===== src/counting_filter_macros.svh =====
// ============================
// Counting filter sizing
// Bucket count, counter width, remove FIFO depth and pipeline depths
// ============================

`ifndef COUNTING_FILTER_MACROS_SVH
`define COUNTING_FILTER_MACROS_SVH

// Number of buckets held in the bank
`define CF_N_BUCKETS 16

// Width of each bucket counter
`define CF_BUCKET_BITS 4

// Remove requests that may wait behind inserts
`define CF_REMOVE_FIFO_DEPTH 4

// Address width of a bucket
`define CF_IDX_BITS ($clog2(`CF_N_BUCKETS))

// Read-modify-write stages, read request through the extra bypass stage
`define CF_UPD_STAGES 3

// Cycles from a test request to its result
`define CF_TEST_STAGES 2

`endif


===== src/counting_filter_pkg.sv =====
// ============================
// Counting filter types
// Shared index, value and pointer types and the RAM clear FSM states
// ============================

`default_nettype none

`include "counting_filter_macros.svh"

package counting_filter_pkg;

    // Address of one bucket
    typedef logic [`CF_IDX_BITS-1:0] bucket_idx_t;

    // Counter value stored in a bucket
    typedef logic [`CF_BUCKET_BITS-1:0] bucket_value_t;

    // Read and write pointers of the remove FIFO
    typedef logic [$clog2(`CF_REMOVE_FIFO_DEPTH)-1:0] fifo_ptr_t;

    // States of the clearing walk that runs after reset
    typedef enum logic
    {
        init_clear,
        init_done
    } ram_init_state_t;

endpackage

`default_nettype wire


===== src/counting_filter_top.sv =====
// ============================
// Counting filter bank top
// Remove FIFO, update pipeline and test port
// ============================

`timescale 1ns/1ps
`default_nettype none

`include "counting_filter_macros.svh"

module counting_filter_top
(
    input  wire logic                             clk,
    input  wire logic                             reset,
    output logic                                  rdy,
    input  wire counting_filter_pkg::bucket_idx_t insert,
    input  wire logic                             insert_en,
    input  wire counting_filter_pkg::bucket_idx_t remove,
    input  wire logic                             remove_en,
    output logic                                  remove_notFull,
    input  wire counting_filter_pkg::bucket_idx_t test_req,
    output counting_filter_pkg::bucket_value_t    test_value,
    output logic                                  test_is_zero
);
    import counting_filter_pkg::*;

    // FIFO head and the dequeue back from the update pipeline
    bucket_idx_t   remove_idx;
    logic          remove_not_empty;
    logic          process_remove;

    // Update RAM write, also feeding the test copy
    logic          wr_en;
    bucket_idx_t   wr_idx;
    bucket_value_t wr_val;

    // Removes wait here while inserts hold the update port
    remove_fifo
    #(
        .depth (`CF_REMOVE_FIFO_DEPTH)
    )
    u_remove_fifo
    (
        .clk       (clk),
        .reset     (reset),
        .enq_data  (remove),
        .enq_en    (remove_en),
        .not_full  (remove_notFull),
        .first     (remove_idx),
        .deq_en    (process_remove),
        .not_empty (remove_not_empty)
    );

    update_pipeline u_update_pipeline
    (
        .clk              (clk),
        .reset            (reset),
        .rdy              (rdy),
        .insert           (insert),
        .insert_en        (insert_en),
        .remove_idx       (remove_idx),
        .remove_not_empty (remove_not_empty),
        .process_remove   (process_remove),
        .wr_en            (wr_en),
        .wr_idx           (wr_idx),
        .wr_val           (wr_val)
    );

    test_value_port u_test_value_port
    (
        .clk          (clk),
        .reset        (reset),
        .test_req     (test_req),
        .wr_en        (wr_en),
        .wr_idx       (wr_idx),
        .wr_val       (wr_val),
        .test_value   (test_value),
        .test_is_zero (test_is_zero)
    );

endmodule

`default_nettype wire


===== src/filter_ram_init.sv =====
// ============================
// Self-clearing simple dual-port RAM
// Registered writes, two-cycle reads, zero fill after reset
// ============================

`timescale 1ns/1ps
`default_nettype none

`include "counting_filter_macros.svh"

module filter_ram_init
#(
    parameter int n_data_bits = `CF_BUCKET_BITS
)
(
    input  wire logic                         clk,
    input  wire logic                         reset,
    output logic                              rdy,
    input  wire counting_filter_pkg::bucket_idx_t raddr,
    output logic [n_data_bits-1:0]            rdata,
    input  wire counting_filter_pkg::bucket_idx_t waddr,
    input  wire logic                         wen,
    input  wire logic [n_data_bits-1:0]       wdata
);
    import counting_filter_pkg::*;

    logic [n_data_bits-1:0] mem [0:`CF_N_BUCKETS-1];

    ram_init_state_t        init_state;
    bucket_idx_t            init_addr;

    // Read address register, the first of the two read cycles
    bucket_idx_t            raddr_q;

    // Write port register
    logic                   wen_q;
    bucket_idx_t            waddr_q;
    logic [n_data_bits-1:0] wdata_q;

    assign rdy = (init_state == init_done);

    // Walk every address once after reset, then stay done
    always_ff @(posedge clk)
    begin
        if (reset)
        begin
            init_state <= init_clear;
            init_addr <= '0;
        end
        else if (init_state == init_clear)
        begin
            init_addr <= init_addr + 1'b1;
            if (init_addr == bucket_idx_t'(`CF_N_BUCKETS - 1))
            begin
                init_state <= init_done;
            end
        end
    end

    // Writes arriving while the walk is still running are dropped
    always_ff @(posedge clk)
    begin
        if (reset)
        begin
            wen_q <= 1'b0;
        end
        else
        begin
            wen_q <= wen && rdy;
        end
        waddr_q <= waddr;
        wdata_q <= wdata;
    end

    // The clear owns the array until it finishes
    always_ff @(posedge clk)
    begin
        if (init_state == init_clear)
        begin
            mem[init_addr] <= '0;
        end
        else if (wen_q)
        begin
            mem[waddr_q] <= wdata_q;
        end
    end

    // Address flop, then array read into the output register
    always_ff @(posedge clk)
    begin
        raddr_q <= raddr;
        rdata <= mem[raddr_q];
    end

endmodule

`default_nettype wire


===== src/remove_fifo.sv =====
// ============================
// Remove request FIFO
// Circular buffer whose head is held in a register
// ============================

`timescale 1ns/1ps
`default_nettype none

`include "counting_filter_macros.svh"

module remove_fifo
#(
    parameter int depth = `CF_REMOVE_FIFO_DEPTH
)
(
    input  wire logic                             clk,
    input  wire logic                             reset,
    input  wire counting_filter_pkg::bucket_idx_t enq_data,
    input  wire logic                             enq_en,
    output logic                                  not_full,
    output counting_filter_pkg::bucket_idx_t      first,
    input  wire logic                             deq_en,
    output logic                                  not_empty
);
    import counting_filter_pkg::*;

    // Occupancy must reach depth itself, so it needs one more value than a pointer
    typedef logic [$clog2(depth+1)-1:0] fifo_count_t;

    bucket_idx_t mem [0:depth-1];

    fifo_ptr_t   wr_ptr;
    fifo_ptr_t   rd_ptr;
    fifo_ptr_t   rd_ptr_next;
    fifo_count_t count;
    fifo_count_t count_after_deq;
    fifo_count_t count_next;
    logic        do_enq;
    logic        do_deq;

    // Pointers wrap at depth, which need not be a power of two
    function automatic fifo_ptr_t ptr_inc(input fifo_ptr_t ptr);
        fifo_ptr_t nxt;
        if (ptr == fifo_ptr_t'(depth - 1))
        begin
            nxt = '0;
        end
        else
        begin
            nxt = ptr + 1'b1;
        end
        return nxt;
    endfunction

    assign not_full = (count < fifo_count_t'(depth));
    assign not_empty = (count != '0);

    // Guard both ends so a stray request cannot corrupt the pointers
    assign do_enq = enq_en && not_full;
    assign do_deq = deq_en && not_empty;

    assign rd_ptr_next = do_deq ? ptr_inc(rd_ptr) : rd_ptr;
    assign count_after_deq = count - fifo_count_t'(do_deq);
    assign count_next = count_after_deq + fifo_count_t'(do_enq);

    always_ff @(posedge clk)
    begin
        if (reset)
        begin
            wr_ptr <= '0;
            rd_ptr <= '0;
            count <= '0;
        end
        else
        begin
            if (do_enq)
            begin
                wr_ptr <= ptr_inc(wr_ptr);
            end
            rd_ptr <= rd_ptr_next;
            count <= count_next;
        end
    end

    // Storage and head register. When the FIFO would otherwise be empty the
    // incoming entry goes straight to the head, so it shows up one cycle later
    always_ff @(posedge clk)
    begin
        if (do_enq)
        begin
            mem[wr_ptr] <= enq_data;
        end
        first <= (count_after_deq == '0) ? enq_data : mem[rd_ptr_next];
    end

endmodule

`default_nettype wire


===== src/test_value_port.sv =====
// ============================
// Test value port
// Two-cycle bucket lookup, bypassed from writes in flight
// ============================

`timescale 1ns/1ps
`default_nettype none

`include "counting_filter_macros.svh"

module test_value_port
(
    input  wire logic                               clk,
    input  wire logic                               reset,
    input  wire counting_filter_pkg::bucket_idx_t   test_req,
    input  wire logic                               wr_en,
    input  wire counting_filter_pkg::bucket_idx_t   wr_idx,
    input  wire counting_filter_pkg::bucket_value_t wr_val,
    output counting_filter_pkg::bucket_value_t      test_value,
    output logic                                    test_is_zero
);
    import counting_filter_pkg::*;

    bucket_value_t rd_val;

    // A write in the request cycle itself never reaches the RAM read in time
    logic          hit_s0;

    // Per stage: did a write hit the tracked bucket, and its newest value
    logic          byp_en [1:`CF_TEST_STAGES];
    bucket_value_t byp_val [1:`CF_TEST_STAGES];

    // Bucket tracked by each stage that still compares against writes
    bucket_idx_t   trk_idx [1:`CF_TEST_STAGES-1];

    // Private copy of the counters, written by the same broadcast as the update RAM
    filter_ram_init
    #(
        .n_data_bits (`CF_BUCKET_BITS)
    )
    u_test_ram
    (
        .clk   (clk),
        .reset (reset),
        .rdy   (),
        .raddr (test_req),
        .rdata (rd_val),
        .waddr (wr_idx),
        .wen   (wr_en),
        .wdata (wr_val)
    );

    assign hit_s0 = wr_en && (wr_idx == test_req);

    // Hit flags are control state and start clear
    always_ff @(posedge clk)
    begin
        if (reset)
        begin
            for (int p = 1; p <= `CF_TEST_STAGES; p++)
            begin
                byp_en[p] <= 1'b0;
            end
        end
        else
        begin
            byp_en[1] <= hit_s0;
            for (int p = 2; p <= `CF_TEST_STAGES; p++)
            begin
                byp_en[p] <= byp_en[p-1] || (wr_en && (wr_idx == trk_idx[p-1]));
            end
        end
    end

    // A later write to the same bucket replaces the held value
    always_ff @(posedge clk)
    begin
        byp_val[1] <= wr_val;
        trk_idx[1] <= test_req;
        for (int p = 2; p <= `CF_TEST_STAGES; p++)
        begin
            if (wr_en && (wr_idx == trk_idx[p-1]))
            begin
                byp_val[p] <= wr_val;
            end
            else
            begin
                byp_val[p] <= byp_val[p-1];
            end
        end
        for (int p = 2; p < `CF_TEST_STAGES; p++)
        begin
            trk_idx[p] <= trk_idx[p-1];
        end
    end

    assign test_value = byp_en[`CF_TEST_STAGES] ? byp_val[`CF_TEST_STAGES] : rd_val;
    assign test_is_zero = (test_value == '0);

endmodule

`default_nettype wire


===== src/update_pipeline.sv =====
// ============================
// Counter update pipeline
// Read-modify-write of one bucket per cycle, with in-flight bypass
// ============================

`timescale 1ns/1ps
`default_nettype none

`include "counting_filter_macros.svh"

module update_pipeline
(
    input  wire logic                             clk,
    input  wire logic                             reset,
    output logic                                  rdy,
    input  wire counting_filter_pkg::bucket_idx_t insert,
    input  wire logic                             insert_en,
    input  wire counting_filter_pkg::bucket_idx_t remove_idx,
    input  wire logic                             remove_not_empty,
    output logic                                  process_remove,
    output logic                                  wr_en,
    output counting_filter_pkg::bucket_idx_t      wr_idx,
    output counting_filter_pkg::bucket_value_t    wr_val
);
    import counting_filter_pkg::*;

    // Stage 0 is the selected operation, presented to the RAM read port
    logic          sel_en;
    bucket_idx_t   sel_idx;
    logic          sel_is_insert;

    // Registered copies of the operation. Stage 3 exists only so the delta
    // in stage 1 can still see the update that writes one cycle later
    logic          upd_en [1:`CF_UPD_STAGES];
    bucket_idx_t   upd_idx [1:`CF_UPD_STAGES];
    logic          upd_is_insert [1:`CF_UPD_STAGES];

    bucket_value_t rd_val;

    // Net change of the bucket relative to the RAM read, range -3 to +3
    logic signed [2:0] delta_s1;
    bucket_value_t     upd_delta_s1;
    bucket_value_t     upd_delta_s2;

    // +1 for an insert, -1 for a remove
    function automatic logic signed [2:0] step(input logic is_insert);
        return is_insert ? 3'sb001 : 3'sb111;
    endfunction

    // This RAM is the same size as the test copy and clears at the same rate,
    // so its rdy speaks for both
    filter_ram_init
    #(
        .n_data_bits (`CF_BUCKET_BITS)
    )
    u_update_ram
    (
        .clk   (clk),
        .reset (reset),
        .rdy   (rdy),
        .raddr (sel_idx),
        .rdata (rd_val),
        .waddr (wr_idx),
        .wen   (wr_en),
        .wdata (wr_val)
    );

    // ============================
    // Operation select
    // ============================

    // One update port, and inserts always win it
    always_comb
    begin
        process_remove = !insert_en && remove_not_empty;
        sel_en = insert_en || remove_not_empty;
        sel_idx = insert_en ? insert : remove_idx;
        sel_is_insert = insert_en;
    end

    always_ff @(posedge clk)
    begin
        if (reset)
        begin
            for (int p = 1; p <= `CF_UPD_STAGES; p++)
            begin
                upd_en[p] <= 1'b0;
            end
        end
        else
        begin
            upd_en[1] <= sel_en;
            for (int p = 2; p <= `CF_UPD_STAGES; p++)
            begin
                upd_en[p] <= upd_en[p-1];
            end
        end
    end

    always_ff @(posedge clk)
    begin
        upd_idx[1] <= sel_idx;
        upd_is_insert[1] <= sel_is_insert;
        for (int p = 2; p <= `CF_UPD_STAGES; p++)
        begin
            upd_idx[p] <= upd_idx[p-1];
            upd_is_insert[p] <= upd_is_insert[p-1];
        end
    end

    // ============================
    // Bypass delta
    // ============================

    // The RAM read misses the two updates just ahead of this one, so their
    // steps are added to this operation's own step. Older ones are in memory
    always_comb
    begin
        delta_s1 = '0;
        if (upd_en[1])
        begin
            delta_s1 = step(upd_is_insert[1]);
        end
        for (int p = 2; p <= `CF_UPD_STAGES; p++)
        begin
            if (upd_en[p] && (upd_idx[p] == upd_idx[1]))
            begin
                delta_s1 = delta_s1 + step(upd_is_insert[p]);
            end
        end
        // Sign extension to the counter width
        upd_delta_s1 = bucket_value_t'(delta_s1);
    end

    always_ff @(posedge clk)
    begin
        upd_delta_s2 <= upd_delta_s1;
    end

    // Stage 2 write, broadcast to every counter copy
    assign wr_en = upd_en[2];
    assign wr_idx = upd_idx[2];
    assign wr_val = rd_val + upd_delta_s2;

endmodule

`default_nettype wire

===== config.mk =====
export PLATFORM = sky130hd
export DESIGN_NAME = counting_filter_top
export DESIGN_NICKNAME = d
export VERILOG_FILES = /design/src/counting_filter_pkg.sv /design/src/counting_filter_top.sv /design/src/filter_ram_init.sv /design/src/remove_fifo.sv /design/src/test_value_port.sv /design/src/update_pipeline.sv
export VERILOG_INCLUDE_DIRS = /design/src
export SDC_FILE = /design/constraint.sdc
export NUM_CORES = 1
export LEC_CHECK = 0
export ABC_AREA = 1
export BUFFER_PORTS_ARGS = -buffer_cell sky130_fd_sc_hd__buf_2
export CAP_MARGIN = 25
export CORE_ASPECT_RATIO = 0.5
export CORE_MARGIN = 5
export CORE_UTILIZATION = 65
export DETAILED_ROUTE_END_ITERATION = 16
export PLACE_DENSITY = 0.8
export SLEW_MARGIN = 0
export SYNTH_ARGS = -nofsm -noshare
export SYNTH_HDL_FRONTEND = slang
export SYNTH_HIERARCHICAL = 1
export SYNTH_SLANG_ARGS = --single-unit

===== constraint.sdc =====
create_clock -name clk -period 6.1 [get_ports clk]
set_clock_uncertainty 0.15 [all_clocks]
set_input_delay 0.915 -clock clk [delete_from_list [all_inputs] [get_ports clk]]
set_output_delay 0.915 -clock clk [all_outputs]
set_load 0.02 [all_outputs]

==> key figures <==
Worst setup path
  • Crit path launch type: flip-flop
  • Kind of cell adding the most delay to the critical path: flip-flops
  • CP peak stage delay: 0.36 ns
  • CP Cell Sequence: o21ai_0 -> nand2_1 -> nor3_1 -> buf_2
  • Critical-path maximum fanout: 8
  • RR Endpoint: u_remove_fifo/first[2]
  • CP Buf/Inv Count: 1
  • Arr. time, crit path: 1.55 ns
  • Worst reg2reg startpoint: u_remove_fifo/count[2]
  • Crit-path slowest cell: dfxtp_1
  • CP required: 5.03 ns
  • Crit path capture type: output port
  • Kind of critical path: reg2out
  • Reg2reg setup slack: 3.61 ns
  • Worst r2r path cells: 14

Synthesis
  • Synth cell types: 37
  • Post-synth top area cell: edfxtp_1
  • Area share of the largest cell type after synthesis: 43.7%
  • Warnings from Yosys: 6
  • Mean Syn Cell Area: 9.55 sq um
  • Top-count cell post-synth: nand2_1
  • Post-synth EDFFs: 144
  • Syn_nets: 1070
  • Cells after synthesis: 1037
  • Synth Register Bits: 234
  • Synthesized area: 9900 sq um
  • Ys async rst share: 0%
  • Top cells by count, synth: nand2_1, inv_1, edfxtp_1
  • Synth top area cells: edfxtp_1, dfxtp_1, nand2_1
  • Seq/Total Area, Yosys: 61.9%
  • Synth Flop Type: edfxtp_1

Status
  • Status: completed

Final layout
  • Share of layout cells above drive strength 1: 10.0%
  • Fin cells: 1275
  • Final Util: 74.1%
  • Area growth, synth to finish: 10.0%
  • Fin nets: 1096
  • Register area: 6130 sq um
  • Design Area, Final: 10900 sq um
  • Ant. Diodes: 0
  • Fill cell count: 1027
  • Area of the multi-input gates: 2850 sq um

Drt
  • DR iter-0 viols: 770
  • Wire per inst: 15.5 um
  • Routed Antenna Nets: 0
  • Routed vias/inst: 5.35
  • Initial DRT Pass Iterations: 6
  • Vias: 6816
  • DRC viols: 0
  • Post-Route WL: 19.8 mm

STA
  • Worst Tran Pin Value: 0.988 ns
  • Hold Slack: 0.206 ns
  • Number of setup violations in the final report: 0
  • Fin crit share: 42.9%
  • RSZ-0062 raised after global routing: false
  • Fin crit period: 2.62 ns
  • Setup ws final: 3.48 ns
  • Setup Total Neg Slack: 0 ns
  • Hold Fails Final Rpt: 0
  • Max Slew Vio Count: 0
  • Rel. slew slack: 34.1%
  • FMAX: 382 MHz

Clock tree
  • Post-CTS Resized: 0
  • Cts hold-fix bufs: 0
  • H-tree levels: 1
  • Worst-path clk slew: 0.06 ns
  • Post-CTS setup buffers: 0
  • Clock Latency Late Sink: 0.50 ns
  • CTS Root Buffer Type: clkbuf_16
  • Clk sinks: 234
  • CTS Buffer Depth: 3
  • CTS tree: yes
  • Cts bufs inserted: 20

Worst hold path
  • Hold path startpoint: u_update_pipeline/upd_is_insert[0][1]
  • Min-delay worst type: reg2reg
  • Hold depth: 0
  • WHS Endpoint: u_update_pipeline/upd_is_insert[0][2]

GRT
  • Vias in the first global route: 6593
  • Global-route wire length before repair: 32.4 mm
  • GRT Total Usage: 22.2%
  • Antenna violations before repair: 1
  • Total gr overflow: 0
  • Largest net degree at the start of global routing: 34

Power and ir drop
  • Pwr Total: 4.12 mW
  • Max VDD drop: 0.192 mV
  • Lkg Pwr: 4.98 nW
  • Power density over the cells: 378 nW/um^2

Floorplanning
  • Starting Density: 67.4%
  • Chip height: 97.3 um
  • Placeable core region: 14700 sq um
  • Die area: 18000 sq um
  • Floorplan row count: 31
  • # IOs: 23
  • Die Span X: 185 um

Flow run
  • Max-cap violations: 0

Placement
  • Post-DP HPWL: 13.2 mm
  • Area after DPL: 10200 sq um
  • Gpl congestion: 0.870
  • # port buffers: 22
  • Placement Setup Slack: 3.16 ns
  • Placed cells: 1238
==> cell families after synthesis <==
| group | count (synthesis) | share of synthesized area (%) |
|---|---|---|
| XOR/XNOR | 12 | 1.14 |
| buffers and inverters | 226 | 9.35 |
| AND/OR/NAND/NOR | 519 | 23.3 |
| flip-flops | 234 | 61.9 |
| adder cells (fa/ha/maj) | 17 | 2.38 |
| AO/OA/AOI/OAI | 29 | 1.97 |
==> per-layer routing <==
metal | share of wire (%) | global-route usage [%] | vias up
met1 | 42 | 30.3 | 3142
li1 | - | - | 3319
met4 | 2.3 | 5.85 | 2
met2 | 48 | 37.1 | 295
met3 | 7.3 | 4.00 | 58
met5 | 0.066 | 0 | -
==> cell usage in the layout (no fill, tap or decap), types with 2 or more instances in the layout <==
cell type  count
xnor2_1        4
a21oi_1        9
dfxtp_1       90
nor2_1        72
xor2_1         7
clkbuf_8      10
inv_2          5
nand3_2        5
o21ai_0        4
o21ai_4        2
a211oi_1       2
nand2_2       12
nor2_2         3
buf_6          4
buf_4          5
buf_2         22
inv_1        194
o21ai_2        5
nand3_4        2
fa_1           3
edfxtp_1     144
nand2_4        3
nor3_1         4
nand3_1      128
and3_1         2
nand4_1        9
nand2_1      273
ha_1          14
clkbuf_16     22
o21ai_1        6
or2_1          2
==> worst max path at each step <==
stage                                       startpoint                                     to  slack [ns]  cells after the start
6_report                   u_test_value_port/byp_en[2]                           test_is_zero        3.48                      4
3_5_place_dp                                 insert_en                 u_remove_fifo/first[2]        3.16                     12
5_1_grt                    u_test_value_port/byp_en[2]                           test_is_zero        3.30                      5
4_1_cts        u_test_value_port/u_test_ram/raddr_q[0]  u_test_value_port/u_test_ram/rdata[2]        3.29                      7
3_3_place_gp                                 insert_en                 u_remove_fifo/first[1]        3.23                     12
2_1_floorplan                                insert_en                 u_remove_fifo/first[2]        3.49                     11
==> power by group <==
group          switching (mW)  total [mW]  internal [mW]
combinational           0.548       0.821          0.273
sequential              0.114        1.98           1.87
clock                   0.541        1.32          0.780
==> registers in the layout, summed over array words and instances, names as in the netlist, 3 cells and up <==
register,flops
u_update_pipeline/upd_is_insert,3
u_update_pipeline/u_update_ram/raddr_q,4
u_test_value_port/u_test_ram/raddr_q,4
u_update_pipeline/u_update_ram/wdata_q,4
u_test_value_port/u_test_ram/waddr_q,4
u_test_value_port/byp_val,8
u_remove_fifo/first,4
u_update_pipeline/u_update_ram/rdata,4
u_update_pipeline/u_update_ram/mem,64
u_remove_fifo/count,3
u_remove_fifo/mem,16
u_update_pipeline/upd_idx,12
u_test_value_port/trk_idx,4
u_update_pipeline/u_update_ram/waddr_q,4
u_test_value_port/u_test_ram/rdata,4
u_update_pipeline/u_update_ram/init_addr,4
u_test_value_port/u_test_ram/mem,64
u_update_pipeline/upd_delta_s2,3
u_test_value_port/u_test_ram/init_addr,4
u_test_value_port/u_test_ram/wdata_q,4
u_update_pipeline/upd_en,3
==> cell type report <==
type	instances	share of cell area [%]
Sequential cell	234	56.2
Multi-Input combinational cell	577	26.2
Inverter	198	6.82
Clock buffer	34	6.42
Tap cell	198	2.27
Timing Repair Buffer	32	2.02
Clock inverter	2	0.0804
==> worst reg2reg max path, cell delays in order, from the launching register on <==
cell,delay (ns)
dfxtp_1,0.37
nor2_2,0.07
nand2_4,0.11
inv_1,0.07
nor2_1,0.43
nand2_8,0.12
inv_2,0.08
ha_1,0.14
ha_1,0.16
xor2_1,0.22
inv_1,0.06
nand3_1,0.17
inv_1,0.12
nand2_1,0.08
nand2_1,0.05
No activity file was read; power rests on OpenSTA's default activity.
